==> src/rtl/MipiMonPkg.sv <==
`default_nettype none

package MipiMonPkg;

	//////////////////////////////////////////////////////////////////////
	// Measurement widths

	typedef logic [15:0] PixCountT;	// Pixels per line or lines per frame
	typedef logic [7:0] FrameCountT;	// Frames in one window
	typedef logic [3:0] PixNumT;	// Pixels delivered per Valid cycle
	typedef logic [1:0] VcIdT;	// CSI-2 virtual channel number
	typedef logic [3:0] VcMaskT;	// One bit per virtual channel
	typedef logic [27:0] TickCountT;	// Window divider, holds 1 s of SysClk

	//////////////////////////////////////////////////////////////////////
	// Timing constants

	// Valid low this long closes a line
	localparam int LineEndHold = 7;

	// Nominal SysClk, also the window length in cycles
	localparam TickCountT DefaultClkFreqHz = 28'd100_000_000;

endpackage

`default_nettype wire

==> src/rtl/RxEventIf.sv <==
`timescale 1ns/10ps
`default_nettype none

// Single-cycle receive events shared by the measurement blocks
interface RxEventIf;

	logic HSyncRise;	// Line start strobe
	logic VSyncRise;	// Frame start strobe
	logic VSyncFall;	// Frame strobe released
	logic ValidRise;	// Start of a pixel burst
	logic LineEnd;	// Valid idle long enough
	logic WinTick;	// End of measurement window

	modport Source
	(
		output HSyncRise,
		output VSyncRise,
		output VSyncFall,
		output ValidRise,
		output LineEnd,
		output WinTick
	);

	modport Sink
	(
		input HSyncRise,
		input VSyncRise,
		input VSyncFall,
		input ValidRise,
		input LineEnd,
		input WinTick
	);

endinterface

`default_nettype wire

==> src/rtl/RxEventGen.sv <==
`timescale 1ns/10ps
`default_nettype none

module RxEventGen
#(
	parameter MipiMonPkg::TickCountT ClkFreqHz = MipiMonPkg::DefaultClkFreqHz	// Cycles per window
)
(
	input logic SysClk,
	input logic Reset_N,
	input logic PixelRxHSync,	// Raw line strobe
	input logic PixelRxVSync,	// Raw frame strobe
	input logic PixelRxValid,	// Raw pixel valid
	RxEventIf.Source Events
);

	import MipiMonPkg::*;

	localparam int HoldW = $clog2(LineEndHold + 1);	// Hold counter width
	localparam TickCountT TickLast = ClkFreqHz - TickCountT'(1);	// Divider reload

	//////////////////////////////////////////////////////////////////////
	// Strobe history and edge pulses

	logic [1:0] HSyncHist;	// Bit 0 newest sample
	logic [1:0] VSyncHist;
	logic [1:0] ValidHist;

	always_ff @(posedge SysClk or negedge Reset_N)
	begin
		if (!Reset_N)
		begin
			HSyncHist <= '0;
			VSyncHist <= '0;
			ValidHist <= '0;
			Events.HSyncRise <= 1'b0;
			Events.VSyncRise <= 1'b0;
			Events.VSyncFall <= 1'b0;
			Events.ValidRise <= 1'b0;
		end
		else
		begin
			HSyncHist <= {HSyncHist[0], PixelRxHSync};	// Shift in new sample
			VSyncHist <= {VSyncHist[0], PixelRxVSync};
			ValidHist <= {ValidHist[0], PixelRxValid};
			Events.HSyncRise <= (HSyncHist == 2'b01);	// Low then high
			Events.VSyncRise <= (VSyncHist == 2'b01);
			Events.VSyncFall <= (VSyncHist == 2'b10);	// High then low
			Events.ValidRise <= (ValidHist == 2'b01);
		end
	end

	//////////////////////////////////////////////////////////////////////
	// Line end after LineEndHold idle cycles

	logic [HoldW-1:0] HoldCnt;	// Idle cycles left

	always_ff @(posedge SysClk or negedge Reset_N)
	begin
		if (!Reset_N)
		begin
			HoldCnt <= '0;
			Events.LineEnd <= 1'b0;
		end
		else
		begin
			if (PixelRxValid)
				HoldCnt <= HoldW'(LineEndHold);	// Each pixel cycle restarts the hold
			else if (HoldCnt != '0)
				HoldCnt <= HoldCnt - HoldW'(1);
			Events.LineEnd <= (HoldCnt == HoldW'(1)) & ~PixelRxValid;	// Fires once per gap
		end
	end

	//////////////////////////////////////////////////////////////////////
	// Window divider

	TickCountT TickCnt;	// Counts down to zero

	always_ff @(posedge SysClk or negedge Reset_N)
	begin
		if (!Reset_N)
		begin
			TickCnt <= TickLast;	// First tick ClkFreqHz cycles out
			Events.WinTick <= 1'b0;
		end
		else
		begin
			if (TickCnt == '0)
				TickCnt <= TickLast;
			else
				TickCnt <= TickCnt - TickCountT'(1);
			Events.WinTick <= (TickCnt == '0);	// One pulse per window
		end
	end

endmodule

`default_nettype wire

==> src/rtl/FrameGeometry.sv <==
`timescale 1ns/10ps
`default_nettype none

module FrameGeometry
(
	input logic SysClk,
	input logic Reset_N,
	RxEventIf.Sink Events,
	input logic PixelRxValid,	// Pixel strobe, counted as it arrives
	input MipiMonPkg::PixNumT MipiRxPixNum,	// Pixels in this Valid cycle
	output MipiMonPkg::FrameCountT FrameRate,	// Frames in last window
	output MipiMonPkg::PixCountT VLines,	// Lines in last frame
	output MipiMonPkg::PixCountT HPixels,	// Pixels in last line
	output logic ResChange	// Geometry moved recently
);

	import MipiMonPkg::*;

	FrameCountT FrameCnt;	// VSync rises this window
	PixCountT LineCnt;	// HSync rises this frame
	PixCountT PixCnt;	// Pixels this line
	logic FrameLost;	// Window closed with no frames latched
	logic RateChg;
	logic LinesChg;
	logic PixChg;
	logic [1:0] ChgNote;	// Bit 0 this window, bit 1 last window

	// No frame in the previous window either, drop stale geometry
	assign FrameLost = Events.WinTick & (FrameRate == '0);

	//////////////////////////////////////////////////////////////////////
	// Frame rate per window

	always_ff @(posedge SysClk or negedge Reset_N)
	begin
		if (!Reset_N)
		begin
			FrameCnt <= '0;
			FrameRate <= '0;
		end
		else if (Events.WinTick)
		begin
			FrameCnt <= Events.VSyncRise ? FrameCountT'(1) : '0;	// Rise on the boundary counts next
			FrameRate <= FrameCnt;
		end
		else if (Events.VSyncRise)
			FrameCnt <= FrameCnt + FrameCountT'(1);
	end

	//////////////////////////////////////////////////////////////////////
	// Lines per frame

	always_ff @(posedge SysClk or negedge Reset_N)
	begin
		if (!Reset_N)
		begin
			LineCnt <= '0;
			VLines <= '0;
		end
		else
		begin
			if (Events.VSyncRise)
				LineCnt <= Events.HSyncRise ? PixCountT'(1) : '0;	// New frame
			else if (Events.HSyncRise)
				LineCnt <= LineCnt + PixCountT'(1);
			if (FrameLost)
				VLines <= '0;
			else if (Events.VSyncRise)
				VLines <= LineCnt;	// Previous frame complete
		end
	end

	//////////////////////////////////////////////////////////////////////
	// Pixels per line

	always_ff @(posedge SysClk or negedge Reset_N)
	begin
		if (!Reset_N)
		begin
			PixCnt <= '0;
			HPixels <= '0;
		end
		else
		begin
			if (Events.LineEnd)
				PixCnt <= PixelRxValid ? PixCountT'(MipiRxPixNum) : '0;	// Next line may start here
			else if (PixelRxValid)
				PixCnt <= PixCnt + PixCountT'(MipiRxPixNum);
			if (FrameLost)
				HPixels <= '0;
			else if (Events.LineEnd)
				HPixels <= PixCnt;
		end
	end

	//////////////////////////////////////////////////////////////////////
	// Resolution change, held across one extra window

	assign RateChg = Events.WinTick & (FrameRate != FrameCnt);	// Old vs new latch
	assign LinesChg = Events.VSyncRise & (VLines != LineCnt);
	assign PixChg = Events.LineEnd & (HPixels != PixCnt);

	always_ff @(posedge SysClk or negedge Reset_N)
	begin
		if (!Reset_N)
		begin
			ChgNote <= '0;
			ResChange <= 1'b0;
		end
		else
		begin
			if (RateChg | LinesChg | PixChg)
				ChgNote[0] <= 1'b1;	// Setting wins over window clear
			else if (Events.WinTick)
				ChgNote[0] <= 1'b0;
			if (Events.WinTick)
				ChgNote[1] <= ChgNote[0];	// Carry into next window
			ResChange <= |ChgNote;
		end
	end

endmodule

`default_nettype wire

==> src/rtl/LinkActivity.sv <==
`timescale 1ns/10ps
`default_nettype none

module LinkActivity
(
	input logic SysClk,
	input logic Reset_N,
	RxEventIf.Sink Events,
	input MipiMonPkg::VcIdT MipiRxVirtCnl,	// Channel of current burst
	input logic PixelRxReset,	// Receiver reset, drops lane activity
	output MipiMonPkg::VcMaskT VcActive,	// Channels seen last window
	output logic LanesActive,	// Any burst last window
	output logic SyncErr	// Window without HSync or VSync edge
);

	import MipiMonPkg::*;

	VcMaskT VcMask;	// Channels seen so far this window
	VcMaskT VcHit;	// Decoded current channel
	logic HSyncMiss;	// No HSync rise yet
	logic VSyncMiss;	// No VSync edge yet

	assign VcHit = VcMaskT'(1) << MipiRxVirtCnl;

	//////////////////////////////////////////////////////////////////////
	// Virtual channel and lane activity

	always_ff @(posedge SysClk or negedge Reset_N)
	begin
		if (!Reset_N)
		begin
			VcMask <= '0;
			VcActive <= '0;
		end
		else if (Events.WinTick)
		begin
			VcMask <= Events.ValidRise ? VcHit : '0;	// Restart collection
			VcActive <= VcMask;
		end
		else if (Events.ValidRise)
			VcMask <= VcMask | VcHit;
	end

	always_ff @(posedge SysClk or negedge Reset_N)
	begin
		if (!Reset_N)
			LanesActive <= 1'b0;
		else if (PixelRxReset)
			LanesActive <= 1'b0;	// Lanes down until next window proves otherwise
		else if (Events.WinTick)
			LanesActive <= |VcMask;
	end

	//////////////////////////////////////////////////////////////////////
	// Sync error check

	always_ff @(posedge SysClk or negedge Reset_N)
	begin
		if (!Reset_N)
		begin
			HSyncMiss <= 1'b0;	// Armed by first WinTick
			VSyncMiss <= 1'b0;
			SyncErr <= 1'b0;
		end
		else
		begin
			if (Events.WinTick)
				HSyncMiss <= 1'b1;
			else if (Events.HSyncRise)
				HSyncMiss <= 1'b0;
			if (Events.WinTick)
				VSyncMiss <= 1'b1;
			else if (Events.VSyncRise | Events.VSyncFall)
				VSyncMiss <= 1'b0;	// Either VSync edge will do
			SyncErr <= Events.WinTick & (HSyncMiss | VSyncMiss);	// Single cycle pulse
		end
	end

endmodule

`default_nettype wire

==> src/rtl/MipiRxMonitor.sv <==
`timescale 1ns/10ps
`default_nettype none

module MipiRxMonitor
#(
	parameter MipiMonPkg::TickCountT ClkFreqHz = MipiMonPkg::DefaultClkFreqHz	// SysClk in Hz
)
(
	input logic SysClk,
	input logic Reset_N,
	// Pixel side of the CSI-2 receiver
	input logic PixelRxReset,	// DPHY or CSI reset active
	input logic PixelRxHSync,
	input logic PixelRxVSync,
	input logic PixelRxValid,
	input MipiMonPkg::PixNumT MipiRxPixNum,
	input MipiMonPkg::VcIdT MipiRxVirtCnl,
	// Measurements, refreshed each window
	output MipiMonPkg::FrameCountT FrameRate,
	output MipiMonPkg::PixCountT VLines,
	output MipiMonPkg::PixCountT HPixels,
	output logic ResChange,
	output MipiMonPkg::VcMaskT VcActive,
	output logic LanesActive,
	output logic SyncErr
);

	//////////////////////////////////////////////////////////////////////
	// Event generation

	RxEventIf Events();	// Shared pulses, one driver

	RxEventGen #(
		.ClkFreqHz(ClkFreqHz)
	) uEventGen (
		.SysClk(SysClk),
		.Reset_N(Reset_N),
		.PixelRxHSync(PixelRxHSync),
		.PixelRxVSync(PixelRxVSync),
		.PixelRxValid(PixelRxValid),
		.Events(Events.Source)
	);

	//////////////////////////////////////////////////////////////////////
	// Measurement blocks

	FrameGeometry uGeometry (
		.SysClk(SysClk),
		.Reset_N(Reset_N),
		.Events(Events.Sink),
		.PixelRxValid(PixelRxValid),	// Raw, for same-cycle pixel sum
		.MipiRxPixNum(MipiRxPixNum),
		.FrameRate(FrameRate),
		.VLines(VLines),
		.HPixels(HPixels),
		.ResChange(ResChange)
	);

	LinkActivity uActivity (
		.SysClk(SysClk),
		.Reset_N(Reset_N),
		.Events(Events.Sink),
		.MipiRxVirtCnl(MipiRxVirtCnl),
		.PixelRxReset(PixelRxReset),
		.VcActive(VcActive),
		.LanesActive(LanesActive),
		.SyncErr(SyncErr)
	);

endmodule

`default_nettype wire

==> config.mk <==
export PLATFORM = sky130hd
export DESIGN_NAME = MipiRxMonitor
export DESIGN_NICKNAME = d
export VERILOG_FILES = /design/src/rtl/MipiMonPkg.sv /design/src/rtl/RxEventIf.sv /design/src/rtl/RxEventGen.sv /design/src/rtl/FrameGeometry.sv /design/src/rtl/LinkActivity.sv /design/src/rtl/MipiRxMonitor.sv
export SDC_FILE = /design/constraint.sdc
export NUM_CORES = 1
export LEC_CHECK = 0
export BUFFER_PORTS_ARGS = -buffer_cell sky130_fd_sc_hd__buf_4
export CORE_MARGIN = 3
export CORE_UTILIZATION = 30
export CTS_BUF_LIST = sky130_fd_sc_hd__clkbuf_4 sky130_fd_sc_hd__clkbuf_8
export DETAILED_ROUTE_END_ITERATION = 7
export PLACE_DENSITY_LB_ADDON = 0.15
export SLEW_MARGIN = 40
export SYNTH_ARGS = -nofsm -noshare
export SYNTH_HDL_FRONTEND = slang
export SYNTH_HIERARCHICAL = 1
export SYNTH_SLANG_ARGS = --single-unit
==> constraint.sdc <==
create_clock -name SysClk -period 3.6 [get_ports SysClk]
set_clock_uncertainty 0.05 [all_clocks]
set_input_delay 0.54 -clock SysClk [delete_from_list [all_inputs] [get_ports SysClk]]
set_output_delay 0.54 -clock SysClk [all_outputs]
set_load 0.01 [all_outputs]
# Word-level counts from Yosys, hierarchy flattened
# Index checks and enable logic that the tools add are counted.
# totals
register_bits,138
latchBits,0
ramBits,0
mem_bits_ro,0
in_bits,12
wordCells,95
memories,0
# op_classes
add_sub_neg,5
n_mul,0
div,0
n_lt_le_gt_ge,0
n_eq_ne,8
shifts,1
n_mux,27
n_bitwise,12
reduce_logical,16
# ops
cell,count
16-bit 2-to-1 mux,8
16-bit inequality test,2
28-bit zero test,1
28-bit 2-to-1 mux,1
"28-bit by 1-bit subtractor with 28-bit output, second input constant",1
2-bit nonzero test,11
"16-bit by 1-bit adder with 16-bit output, second input constant",1
16-bit by 4-bit adder with 16-bit output,1
4-bit 2-to-1 mux,4
8-bit 2-to-1 mux,2
1-bit 2-to-1 mux,10
"8-bit by 1-bit adder with 8-bit output, second input constant",1
8-bit zero test,1
8-bit inequality test,1
1-bit AND,6
"2-bit by 1-bit equality test with 1-bit output, second input constant",3
3-bit 2-to-1 mux,2
1-bit OR,4
4-bit OR,1
4-bit OR reduction,1
"1-bit by 2-bit << shifter with 4-bit output, first input constant",1
"3-bit by 1-bit equality test with 1-bit output, second input constant",1
3-bit nonzero test,1
"3-bit by 1-bit subtractor with 3-bit output, second input constant",1
other kinds (3),3

# Longest topological paths before layout
# Gate-level depths: netlist (run 1).
# logic_depth
ltp_word,5
depth_mapped,8
ltp_nobuf,7

# By module
# The synthesis (run 1) kept the hierarchy.
# by_module_without_submodules
mod,n_inst,cells_per_inst,area_per_inst_um2,seq_area_each_um2
FrameGeometry,1,397,4225.3,2077.0
RxEventGen,1,189,2023.2,1099.8
LinkActivity,1,37,469.2,300.3

# Worst setup path after synthesis (run 1)
# No wires, ideal clock.
# synth_path
path_kind,input port to flip-flop
startpoint,input MipiRxPixNum[0]
endpoint,register uGeometry.PixCnt[6]
t_arrival_ns,1.796
t_required_ns,3.418
path_slack_ns,1.622
stages,7
n_path_buf,0
path_cell_list,ha_1 > fa_1 > a21o_1 > a21o_1 > nand4_1 > xor2_1 > nor2_1
# synth_via
elab_chain_len,3
# synth_rtl
element,line_no,source
"start, declared",MipiRxMonitor.sv:16,"input MipiMonPkg::PixNumT MipiRxPixNum,"
16-bit by 4-bit adder with 16-bit output,FrameGeometry.sv:88,PixCnt <= PixCnt + PixCountT'(MipiRxPixNum);
16-bit 2-to-1 mux,FrameGeometry.sv:87,else if (PixelRxValid)
16-bit 2-to-1 mux,FrameGeometry.sv:85,if (Events.LineEnd)
"end signal, assigned",FrameGeometry.sv:86,PixCnt <= PixelRxValid ? PixCountT'(MipiRxPixNum) : '0;
"end signal, assigned",FrameGeometry.sv:88,
"end, declared",FrameGeometry.sv:21,PixCountT PixCnt;
# Every way passes these cells. The select of a mux whose other input is x is not followed.
# A chain may end at the register's enable or synchronous reset.

# Worst setup path after layout (run 1)
# layout_path
startpoint,register uEventGen.TickCnt[2]
endpoint,register uEventGen.TickCnt[22]
# layout_via
elab_chain_len,2
word_cells_on_any_way,3
# layout_rtl
element,line_no,source
"start, declared",RxEventGen.sv:78,TickCountT TickCnt;
"start signal, assigned",RxEventGen.sv:84,TickCnt <= TickLast;
"start signal, assigned",RxEventGen.sv:90,TickCnt <= TickLast;
"start signal, assigned",RxEventGen.sv:92,TickCnt <= TickCnt - TickCountT'(1);
28-bit by 1-bit subtractor with 28-bit output / 28-bit zero test (equally long branches),"RxEventGen.sv:92, RxEventGen.sv:89",
28-bit 2-to-1 mux *,RxEventGen.sv:89,if (TickCnt == '0)
# Mark *: on every way between the ends. The rest lies on a longest branch, timed or not.

==> impl_metrics.env, run 1 <==
export IMPL_syn_inst=623
export IMPL_cp_slowest_cell="sky130_fd_sc_hd__or3_1"
export IMPL_area_growth_pct=17.0
export IMPL_setup_repair_after_global_routing_missed_its_margin="no"
export IMPL_outcome="completed"
export IMPL_clock_root_buffer="sky130_fd_sc_hd__clkbuf_8"
export IMPL_final_setup_viol_count=0
export IMPL_yosys_area_share_xor_xnor_pct=10.2
export IMPL_crit_cells=6
export IMPL_yosys_mux_area_fraction_pct=7.86
export IMPL_critPathCaptureType="register"
export IMPL_layout_cells_sized_above_1_pct=21.5
export IMPL_port_buffers=58
export IMPL_power_per_cell_area_nw_per_um2=482
export IMPL_detail_route_antenna_nets=0
export IMPL_setup_worst_path_start_class="register"
export IMPL_maximum_number_of_buffers_from_clock_root_to_sink=2
export IMPL_worstPathArrival_ps=2840
export IMPL_final_instance_count_excl_fill=972
export IMPL_final_common_cell="sky130_fd_sc_hd__dfrtp_1"
export IMPL_synth_compound_area_share_pct=6.52
export IMPL_route_met2_wl_um=6910
export IMPL_normalized_max_slew_margin_pct=51.2
export IMPL_fill_cells=2237
export IMPL_critical_path_max_fanout=18
export IMPL_reg_to_reg_critical_path_endpoint="uEventGen/TickCnt[22]"
export IMPL_synth_fp_nets=647
export IMPL_hold_path_class="primary input to asynchronous set/reset pin"
export IMPL_postCtsResizedCells=0
export IMPL_timing_reg2reg_worst_path_depth=6
export IMPL_antenna_found_initial=0
export IMPL_totalNegativeSetupSlack_ps=0
export IMPL_firstDrtPassIters=4
export IMPL_finalWeightedCongestion=0.786
export IMPL_grt_start_max_net_pins=74
export IMPL_dominant_combinational_cell_family_by_area_after_synthesis="simple AND/OR/NAND/NOR gates"
export IMPL_regToRegStartpoint="uEventGen/TickCnt[2]"
export IMPL_highest_signal_layer="met4"
export IMPL_synthAdderAreaFrac_pct=2.35
export IMPL_netlist_cell_type_count=61
export IMPL_period_minus_slack_ps=2510
export IMPL_setup_worst_path_start="uEventGen/TickCnt[2]"
export IMPL_design_die_area_um2=24200
export IMPL_syn_area_um2=6720
export IMPL_worst_skew_pair_late_latency_ps=440
export IMPL_initialDrtViolationCount=230
export IMPL_crit_type="register to register"
export IMPL_dp_cells=940
export IMPL_drc=0
export IMPL_finalMaxSlewViolations=0
export IMPL_core_area_um2=21900
export IMPL_met1Wirelength_um=7120
export IMPL_numCtsBuffers=17
export IMPL_synth_seq_area_share_pct=51.8
export IMPL_grt_ovfl_total=0
export IMPL_wl_per_cell_um=15.1
export IMPL_cap_viol_max_count=0
export IMPL_wl_um=14600
export IMPL_rrSetupSlack_ps=1090
export IMPL_wl_met3_um=484
export IMPL_delay_contributed_by_the_slowest_stage_of_the_critical_path_ps=660
export IMPL_leakage_nw=3.68
export IMPL_critPathRequiredTime_ps=3930
export IMPL_timing_hold_violations_final=0
export IMPL_yosys_most_used_dff="sky130_fd_sc_hd__dfrtp_1"
export IMPL_die_height_um=156
export IMPL_synth_warning_count=6
export IMPL_yosys_register_bits=138
export IMPL_cts_sink_count=138
export IMPL_avgViaCountPerCell=4.79
export IMPL_vias=4656
export IMPL_postCtsSetupRepairBufs=0
export IMPL_mostFrequentLayoutCells="119 x sky130_fd_sc_hd__dfrtp_1, 74 x sky130_fd_sc_hd__nor2_1, 69 x sky130_fd_sc_hd__xor2_1, 65 x sky130_fd_sc_hd__buf_4, 37 x sky130_fd_sc_hd__mux2i_1"
export IMPL_die_w_um=156
export IMPL_synth_async_sr_flop_share_pct=100
export IMPL_slew_at_the_pin_closest_to_its_max_slew_limit_ps=733
export IMPL_post_synthesis_simple_gate_area_fraction_pct=18.5
export IMPL_max_freq_ghz=0.398
export IMPL_syn_avg_cell_area_um2=10.8
export IMPL_synth_edf_count=0
export IMPL_irDropWorstVdd_v=0.000230
export IMPL_tritoncts_clock_tree="built"
export IMPL_first_pass_grt_wire_length_um=24300
export IMPL_worst_setup_hold_path_clk_slew_ps=70
export IMPL_detailedPlacementHpwl_um=10100
export IMPL_io_pins=59
export IMPL_critPathTopFamily="simple AND/OR/NAND/NOR gates"
export IMPL_path_cells="nor4_4 > nand4_1 > buf_4 > or3_1 > inv_2 > or3_1"
export IMPL_floorplan_rows=54
export IMPL_nNetsFinal=703
export IMPL_timing_critical_path_buf_inv=2
export IMPL_hold_buffer_count_at_cts=0
export IMPL_num_antenna_cells=0
export IMPL_ctsHtreeMaxLevel=4
export IMPL_critPathMostFrequentCell="sky130_fd_sc_hd__or3_1"
export IMPL_floorplan_initialDensity_pct=30.7
export IMPL_grt_util_all_layers_pct=12.6
export IMPL_grt_pass1_vias=4633
export IMPL_post_route_period_util_pct=69.8
[how the worst max path moves through the flow]
| stage | to | slack, ps |
|---|---|---|
| after floorplan | uGeometry/PixCnt[6] | 1620 |
| after global placement | uEventGen/TickCnt[22] | 1160 |
| after detailed placement | uEventGen/TickCnt[8] | 1070 |
| after CTS | uEventGen/TickCnt[22] | 1050 |
| after global routing | uEventGen/TickCnt[22] | 890 |
| final | uEventGen/TickCnt[22] | 1090 |
[routing by layer]
metal | global-route usage (%) | up-vias
met3 | 3.02 | 7
met4 | 4.00 | 0
li1 | - | 2298
met2 | 19.6 | 78
met5 | 0 | -
met1 | 17.4 | 2273
[logic make-up (layout without fill, tap and decap cells)]
family,after synthesis,count (layout)
and+or+nand+nor,231,231
xor gates and xnor gates,78,78
DFF,138,138
adders and majority gates,12,12
muxes,51,51
buffers and inverters,45,114
AOI/OAI and AO/OA,68,68
[registers in the layout, indices dropped and copies added, names as in the netlist, 2 cells and up]
name	flops
uEventGen/HSyncHist	2
uGeometry/HPixels	16
uActivity/VcMask	4
uEventGen/HoldCnt	3
uEventGen/VSyncHist	2
uGeometry/FrameCnt	8
uGeometry/FrameRate	8
uGeometry/LineCnt	16
uGeometry/VLines	16
uEventGen/ValidHist	2
uActivity/VcActive	4
uGeometry/ChgNote	2
uEventGen/TickCnt	28
uGeometry/PixCnt	16
[power breakdown]
part	switching (W)	internal, W
combinational	0.000334	0.000269
clock	0.000600	0.000726
sequential	0.000182	0.00168
total	0.00112	0.00267
[synth_stat cells (3+ instances only)]
master / count / share of area, %
sky130_fd_sc_hd__a21oi_1: 15 / 1.1
sky130_fd_sc_hd__o31ai_1: 9 / 1.0
sky130_fd_sc_hd__nand4_1: 17 / 1.6
sky130_fd_sc_hd__xnor2_1: 9 / 1.2
sky130_fd_sc_hd__ha_1: 11 / 2.0
sky130_fd_sc_hd__o21ai_0: 19 / 1.4
sky130_fd_sc_hd__nand3b_1: 4 / 0.45
sky130_fd_sc_hd__and3_1: 7 / 0.65
sky130_fd_sc_hd__nor3_1: 7 / 0.52
sky130_fd_sc_hd__a21o_1: 4 / 0.45
sky130_fd_sc_hd__nand2_1: 26 / 1.5
sky130_fd_sc_hd__a31oi_1: 3 / 0.28
sky130_fd_sc_hd__and4_1: 4 / 0.52
sky130_fd_sc_hd__xor2_1: 69 / 9.0
sky130_fd_sc_hd__buf_2: 12 / 0.89
sky130_fd_sc_hd__or4_1: 7 / 0.78
sky130_fd_sc_hd__clkbuf_1: 13 / 0.73
sky130_fd_sc_hd__mux2i_1: 37 / 5.5
sky130_fd_sc_hd__dfstp_2: 19 / 7.4
sky130_fd_sc_hd__dfrtp_1: 119 / 44
sky130_fd_sc_hd__nor2b_1: 6 / 0.56
sky130_fd_sc_hd__mux2_2: 14 / 2.3
sky130_fd_sc_hd__and2_1: 3 / 0.28
sky130_fd_sc_hd__nand3_1: 26 / 1.9
sky130_fd_sc_hd__buf_1: 3 / 0.17
sky130_fd_sc_hd__or3_1: 14 / 1.3
sky130_fd_sc_hd__nor2_1: 74 / 4.1
sky130_fd_sc_hd__nor4_1: 17 / 1.6
sky130_fd_sc_hd__inv_1: 15 / 0.84
sky130_fd_sc_hd__nand2b_1: 3 / 0.28
[metrics by stage]
stage | cell area [µm²] | total power, W | setup WS, ps | hold slack, ps | utilization [%]
2_1_floorplan | 6720 | 0.00226 | 1620 | 194 | -
3_3_place_gp | 7440 | 0.00248 | 1160 | 302 | 34.0
3_5_place_dp | 7440 | 0.00250 | 1070 | 306 | 34.0
4_1_cts | 7860 | 0.00385 | 1050 | 66.3 | 35.9
5_1_grt | 7860 | 0.00404 | 890 | 52.7 | 35.9
6_report | 7860 | 0.00379 | 1090 | 46.0 | 35.9
[layout make-up]
class                           count  area (µm²)  area share, %
Clock inverter                     11         145           1.85
Tap cell                          280         350           4.46
Multi-Input combinational cell    440        3060           38.9
Clock buffer                       21         270           3.44
Timing Repair Buffer               66         499           6.35
Inverter                           16        60.1          0.764
Sequential cell                   138        3480           44.2
No activity file was read; power rests on OpenSTA's default activity.
==> run 2, diff against run 1 <==
==> constraint.sdc (replaced) <==
create_clock -name SysClk -period 2.3 [get_ports SysClk]
set_clock_uncertainty 0.05 [all_clocks]
set_input_delay 0.345 -clock SysClk [delete_from_list [all_inputs] [get_ports SysClk]]
set_output_delay 0.345 -clock SysClk [all_outputs]
set_load 0.01 [all_outputs]
==> run 2 against run 1 <==
Net effect:
- die area is the same
- via count grew 4.1%
- sequential share of layout area shrank 1.0 points
- highest routed layer unchanged
- register-to-register slack lost 780 ps
- wire length grew 3.8%
- utilization grew 0.85 points
- design area grew 2.4%
- critical endpoint is now uGeometry/PixCnt[14]
- critical path type unchanged
- global-route usage grew 0.53 points
- critical path depth grew 1
==> impl_metrics.env, run 2 (synthesized netlist as in run 1, its figures left out) <==
export IMPL_cts_sink_count=138
export IMPL_numCtsBuffers=17
export IMPL_floorplan_rows=54
export IMPL_regToRegStartpoint="uGeometry/PixCnt[0]"
export IMPL_core_area_um2=21900
export IMPL_irDropWorstVdd_v=0.000318
export IMPL_antenna_found_initial=0
export IMPL_setup_repair_after_global_routing_missed_its_margin="no"
export IMPL_sequential_cell_area_um2=3480
export IMPL_first_pass_grt_wire_length_um=25700
export IMPL_multiInputGateArea_um2=3060
export IMPL_vias=4846
export IMPL_wl_per_cell_um=15.3
export IMPL_detailedPlacementHpwl_um=10600
export IMPL_avgViaCountPerCell=4.88
export IMPL_period_minus_slack_ps=2000
export IMPL_firstDrtPassIters=5
export IMPL_leakage_nw=3.78
export IMPL_post_route_period_util_pct=86.8
export IMPL_detail_route_antenna_nets=0
export IMPL_pre_cts_slack_ps=250
export IMPL_num_antenna_cells=0
export IMPL_crit_type="register to register"
export IMPL_totalNegativeSetupSlack_ps=0
export IMPL_layout_cells_sized_above_1_pct=23.3
export IMPL_power_per_cell_area_nw_per_um2=747
export IMPL_finalInstanceArea_um2=8050
export IMPL_slew_at_the_pin_closest_to_its_max_slew_limit_ps=578
export IMPL_die_height_um=156
export IMPL_final_common_cell="sky130_fd_sc_hd__dfrtp_1"
export IMPL_max_flop_register="uEventGen/TickCnt"
export IMPL_postCtsSetupRepairBufs=0
export IMPL_die_w_um=156
export IMPL_critical_path_max_fanout=6
export IMPL_max_freq_ghz=0.501
export IMPL_setup_worst_path_start="uGeometry/PixCnt[0]"
export IMPL_grt_ovfl_total=0
export IMPL_floorplan_initialDensity_pct=30.7
export IMPL_worstPathArrival_ps=2240
export IMPL_grt_start_max_net_pins=58
export IMPL_critPathRequiredTime_ps=2550
export IMPL_setup_worst_path_start_class="register"
export IMPL_worst_setup_hold_path_clk_slew_ps=90
export IMPL_finalMaxSlewViolations=0
export IMPL_drc=0
export IMPL_normalized_max_slew_margin_pct=61.2
export IMPL_ctsHtreeMaxLevel=4
export IMPL_min_from="MipiRxVirtCnl[1]"
export IMPL_io_pins=59
export IMPL_timing_hold_violations_final=0
export IMPL_clock_root_buffer="sky130_fd_sc_hd__clkbuf_8"
export IMPL_largest_reg_flops=28
export IMPL_initialDrtViolationCount=228
export IMPL_outcome="completed"
export IMPL_grt_util_all_layers_pct=13.1
export IMPL_nNetsFinal=724
export IMPL_hold_path_class="primary input to register"
export IMPL_port_buffers=58
export IMPL_fill_cells=2198
export IMPL_cap_viol_max_count=0
export IMPL_place_area_um2=7580
export IMPL_maximum_number_of_buffers_from_clock_root_to_sink=2
export IMPL_final_setup_viol_count=0
export IMPL_critPathCaptureType="register"
export IMPL_grt_pass1_vias=4955
export IMPL_mostFrequentLayoutCells="119 x sky130_fd_sc_hd__dfrtp_1, 81 x sky130_fd_sc_hd__buf_4, 74 x sky130_fd_sc_hd__nor2_1, 69 x sky130_fd_sc_hd__xor2_1, 37 x sky130_fd_sc_hd__mux2i_1"
export IMPL_area_growth_pct=19.8
export IMPL_tritoncts_clock_tree="built"
export IMPL_design_die_area_um2=24200
export IMPL_fin_worst_setup_slack_ps=304
export IMPL_wl_um=15200
export IMPL_worst_skew_pair_late_latency_ps=440
export IMPL_finalWeightedCongestion=0.785
[run 2: changes by cell type in the layout (fill, tap and decap cells not counted), sizes merged]
cell and delta:
clkinv -1, clkbuf -4, dlygate4sd3 +4, inv +4
buf +17, clkinvlp +1
[run 2: repair_timing]
action | CTS | global route
gates resized for setup | 0 | 0
endpoints found under the hold margin | 44 | 0
hold buffers | 4 | 0
[run 2: final cells by class]
type	instances	area share [%]
sequential	138	43.2
multi-input combinational	440	38.0
timing repair buffer	87	8.44
tap	280	4.35
clock buffer	17	2.91
clock inverter	15	2.33
inverter	16	0.746
[run 2: final timing paths]
path / to / slack (ps) / cells after the start
max: uGeometry/PixCnt[14] / 300 / 7
min: uActivity/VcMask[1] / 60 / 2
max reg2reg: uGeometry/PixCnt[14] / 300 / 7
min reg2reg: uEventGen/HSyncHist[1] / 320 / 0
max in group asynchronous: uGeometry/FrameRate[2] / 1060 / 3
min in group asynchronous: uGeometry/ChgNote[1] / 380 / 2
[run 2: stage by stage]
| stage | hold slack [ps] | total power [W] | util, % | instances |
|---|---|---|---|---|
| floorplan | -0.591 | 0.00354 | - | 623 |
| global placement | 301 | 0.00393 | 34.6 | 957 |
| detailed placement | 305 | 0.00395 | 34.6 | 957 |
| CTS | 12.2 | 0.00613 | 36.8 | 993 |
| global route | 13.3 | 0.00639 | 36.8 | 993 |
| finish | 55.5 | 0.00601 | 36.8 | 993 |
[run 2: metal layers]
layer / part of all wire [%] / global-route usage [%] / wire, µm
met1: 49 / 18.1 / 7380
met2: 47 / 20.5 / 7160
met3: 3.1 / 3.02 / 465
met4: 1.3 / 4.17 / 198
met5: 0 / 0 / 0
[run 2: where the power goes]
part	switching (W)	internal, W	total, W
sequential	0.000268	0.00262	0.00289
combinational	0.000552	0.000457	0.00101
clock	0.00102	0.00109	0.00211
[run 2: critical path, stage by stage, from the launching register on]
cell and delay, ps:
sky130_fd_sc_hd__dfrtp_1 420, sky130_fd_sc_hd__ha_1 230, sky130_fd_sc_hd__fa_1 410, sky130_fd_sc_hd__a21o_1 170
sky130_fd_sc_hd__a21o_1 240, sky130_fd_sc_hd__nand4_1 120, sky130_fd_sc_hd__xor2_1 150, sky130_fd_sc_hd__nor2_1 50
==> run 3, diff against run 2 <==
--- a/config.mk
+++ b/config.mk
@@ -5,12 +5,14 @@
 export SDC_FILE = /design/constraint.sdc
 export NUM_CORES = 1
 export LEC_CHECK = 0
+export ABC_AREA = 1
 export BUFFER_PORTS_ARGS = -buffer_cell sky130_fd_sc_hd__buf_4
 export CORE_MARGIN = 3
 export CORE_UTILIZATION = 30
 export CTS_BUF_LIST = sky130_fd_sc_hd__clkbuf_4 sky130_fd_sc_hd__clkbuf_8
 export DETAILED_ROUTE_END_ITERATION = 7
 export PLACE_DENSITY_LB_ADDON = 0.15
+export SKIP_CTS_REPAIR_TIMING = 1
 export SLEW_MARGIN = 40
 export SYNTH_ARGS = -nofsm -noshare
 export SYNTH_HDL_FRONTEND = slang
==> run 3 against run 2 <==
Net effect:
- sequential cell count did not move
- global-route usage rose by 0.94 points
- count of clock-buffer cells in the layout rose by 1
- non-clock buffer count fell by 14
- fmax rose by 5.7%
- sequential share of layout area fell by 3.9 points
- highest routed layer unchanged
==> impl_metrics.env, run 3 <==
export IMPL_outcome="completed"
export IMPL_setup_worst_path_start_class="register"
export IMPL_synth_async_sr_flop_share_pct=100
export IMPL_grt_pass1_vias=5929
export IMPL_grt_util_all_layers_pct=14.0
export IMPL_setup_repair_after_global_routing_missed_its_margin="no"
export IMPL_cap_viol_max_count=0
export IMPL_leakage_nw=4.28
export IMPL_totalNegativeSetupSlack_ps=0
export IMPL_fill_cells=2660
export IMPL_vias=6192
export IMPL_fraction_of_power_spent_switching_nets_pct=33.6
export IMPL_netlist_top_cells_count="257 x sky130_fd_sc_hd__nand2_1, 122 x sky130_fd_sc_hd__inv_1, 122 x sky130_fd_sc_hd__nor2_1"
export IMPL_wl_per_cell_um=13.3
export IMPL_netlist_cell_type_count=47
export IMPL_timing_hold_violations_final=0
export IMPL_max_freq_ghz=0.530
export IMPL_hold_path_class="primary input to register"
export IMPL_post_synth_top_area_cell="sky130_fd_sc_hd__dfrtp_1"
export IMPL_share_comb_of_total_power_pct=16.9
export IMPL_period_minus_slack_ps=1890
export IMPL_final_common_cell="sky130_fd_sc_hd__nand2_1"
export IMPL_yosys_register_bits=138
export IMPL_max_flop_register="uEventGen/TickCnt"
export IMPL_core_area_um2=24700
export IMPL_synth_seq_area_share_pct=45.6
export IMPL_syn_avg_cell_area_um2=7.87
export IMPL_worstPathArrival_ps=2230
export IMPL_syn_area_um2=7630
export IMPL_detailedPlacementHpwl_um=13200
export IMPL_floorplan_initialDensity_pct=30.9
export IMPL_wl_um=18300
export IMPL_syn_inst=970
export IMPL_normalized_max_slew_margin_pct=62.0
export IMPL_detail_route_antenna_nets=0
export IMPL_irDropWorstVdd_v=0.000311
export IMPL_tritoncts_clock_tree="built"
export IMPL_switching_power_w=0.00198
export IMPL_fin_worst_hold_slack_ps=41.5
export IMPL_slew_at_the_pin_closest_to_its_max_slew_limit_ps=568
export IMPL_synth_edf_count=0
export IMPL_avgViaCountPerCell=4.50
export IMPL_power_share_sequential_pct=48.3
export IMPL_antenna_found_initial=0
export IMPL_nNetsFinal=1064
export IMPL_ctsHtreeMaxLevel=4
export IMPL_pwr_share_clk_pct=34.8
export IMPL_layout_cells_sized_above_1_pct=20.3
export IMPL_port_buffers=58
export IMPL_finalMaxSlewViolations=0
export IMPL_grt_start_max_net_pins=52
export IMPL_numCtsBuffers=17
export IMPL_maximum_number_of_buffers_from_clock_root_to_sink=2
export IMPL_synth_fp_nets=994
export IMPL_synth_most_common_cell="sky130_fd_sc_hd__nand2_1"
export IMPL_worst_skew_pair_late_latency_ps=470
export IMPL_post_route_period_util_pct=82.1
export IMPL_synth_warning_count=6
export IMPL_initialDrtViolationCount=374
export IMPL_io_pins=59
export IMPL_grt_ovfl_total=0
export IMPL_power_per_cell_area_nw_per_um2=667
export IMPL_die_height_um=166
export IMPL_largest_reg_flops=28
export IMPL_clock_root_buffer="sky130_fd_sc_hd__clkbuf_8"
export IMPL_design_die_area_um2=27400
export IMPL_die_w_um=166
export IMPL_drc=0
export IMPL_cts_sink_count=138
export IMPL_synth_area_top_cells="sky130_fd_sc_hd__dfrtp_1 39%, sky130_fd_sc_hd__nand2_1 13%, sky130_fd_sc_hd__dfstp_2 6.5%"
export IMPL_final_setup_viol_count=0
export IMPL_worst_setup_hold_path_clk_slew_ps=90
export IMPL_internal_power_w=0.00392
export IMPL_synth_largest_type_area_fraction_pct=39.0
export IMPL_mostFrequentLayoutCells="257 x sky130_fd_sc_hd__nand2_1, 122 x sky130_fd_sc_hd__nor2_1, 122 x sky130_fd_sc_hd__inv_1, 119 x sky130_fd_sc_hd__dfrtp_1"
export IMPL_yosys_most_used_dff="sky130_fd_sc_hd__dfrtp_1"
export IMPL_crit_type="register to register"
export IMPL_critical_path_max_fanout=6
export IMPL_num_antenna_cells=0
export IMPL_first_pass_grt_wire_length_um=30200
export IMPL_floorplan_rows=57
export IMPL_finalWeightedCongestion=0.759
export IMPL_area_growth_pct=16.0
export IMPL_firstDrtPassIters=5
export IMPL_critPathCaptureType="register"
export IMPL_critPathRequiredTime_ps=2640
[run 3: changes by cell type after synthesis, moves of 14 or more]
cell	change
sky130_fd_sc_hd__o21ai_0	+27
sky130_fd_sc_hd__nand3_1	+42
sky130_fd_sc_hd__xor2_1	-56
sky130_fd_sc_hd__inv_1	+107
sky130_fd_sc_hd__mux2i_1	-37
sky130_fd_sc_hd__nor2_2	+15
sky130_fd_sc_hd__mux2_2	-14
sky130_fd_sc_hd__nand3_2	+24
sky130_fd_sc_hd__nand2_1	+231
sky130_fd_sc_hd__nor2_1	+48
sky130_fd_sc_hd__nor4_1	-16
sky130_fd_sc_hd__or3_1	-14
sky130_fd_sc_hd__o21ai_2	+20
[run 3: worst max-delay path: stages, from the launching register on]
cell                      delay, ps
sky130_fd_sc_hd__dfrtp_1        420
sky130_fd_sc_hd__ha_1           220
sky130_fd_sc_hd__fa_1           420
sky130_fd_sc_hd__nand3_1         90
sky130_fd_sc_hd__nand3_1        100
sky130_fd_sc_hd__nand2_1        120
sky130_fd_sc_hd__inv_1          120
sky130_fd_sc_hd__nand2_1         80
sky130_fd_sc_hd__nor2_1          40
sky130_fd_sc_hd__nor3_1         160
[run 3: layer usage]
metal	global-route usage, %	up-vias	share of wire, %
met4	5.33	0	1.4
met5	0	-	0
met2	20.9	106	44
met1	20.1	2860	51
li1	-	3210	-
met3	2.72	16	3.8
[run 3: final timing paths]
check	from	endpoint	slack (ps)	cells after the start
worst max-delay path	uGeometry/PixCnt[0]	uGeometry/PixCnt[10]	410	9
worst min-delay path	PixelRxValid	uEventGen/ValidHist[0]	40	1
min in group asynchronous	Reset_N	uGeometry/FrameCnt[6]	300	2
max in group asynchronous	Reset_N	uEventGen/TickCnt[6]	1170	3
worst max register to register	uGeometry/PixCnt[0]	uGeometry/PixCnt[10]	410	9
worst min register to register	uEventGen/HSyncHist[0]	uEventGen/HSyncHist[1]	330	0
[run 3: kinds of logic after synthesis]
group,after synthesis,share of synthesized area (%)
AO/OA/AOI/OAI,104,8.33
XOR/XNOR,18,2.07
adder cells (fa/ha/maj),12,2.07
buffers and inverters,152,8.48
flip-flops,138,45.6
AND/OR/NAND/NOR,546,33.5
[run 3: per-stage QoR]
step           instance area, µm²  util [%]  instances  worst slack, ps  total power (W)
4_1_cts                      8820      35.8       1374              420          0.00600
3_5_place_dp                 8420      34.1       1342              366          0.00390
6_report                     8850      35.9       1377              412          0.00590
2_1_floorplan                7630         -        970              589          0.00357
5_1_grt                      8850      35.9       1377              223          0.00630
3_3_place_gp                 8420      34.1       1342              355          0.00389
[run 3: layout make-up]
type / count / area [µm²] / share of cell area (%)
repair buffers: 73 / 572 / 6.46
well taps: 324 / 405 / 4.58
clock buffers: 18 / 248 / 2.80
flip-flops and latches: 138 / 3480 / 39.3
inverters: 130 / 490 / 5.54
clock inverters: 14 / 153 / 1.72
multi-input cells: 680 / 3510 / 39.6
[run 3: power by group through the flow]
stage               registers (W)  clock network [W]  logic, W
global placement          0.00290                  0  0.000996
floorplan                 0.00281                  0  0.000755
CTS                       0.00285            0.00214   0.00101
finish                    0.00285            0.00206  0.000997
detailed placement        0.00290                  0  0.000999
global route              0.00290            0.00223   0.00117
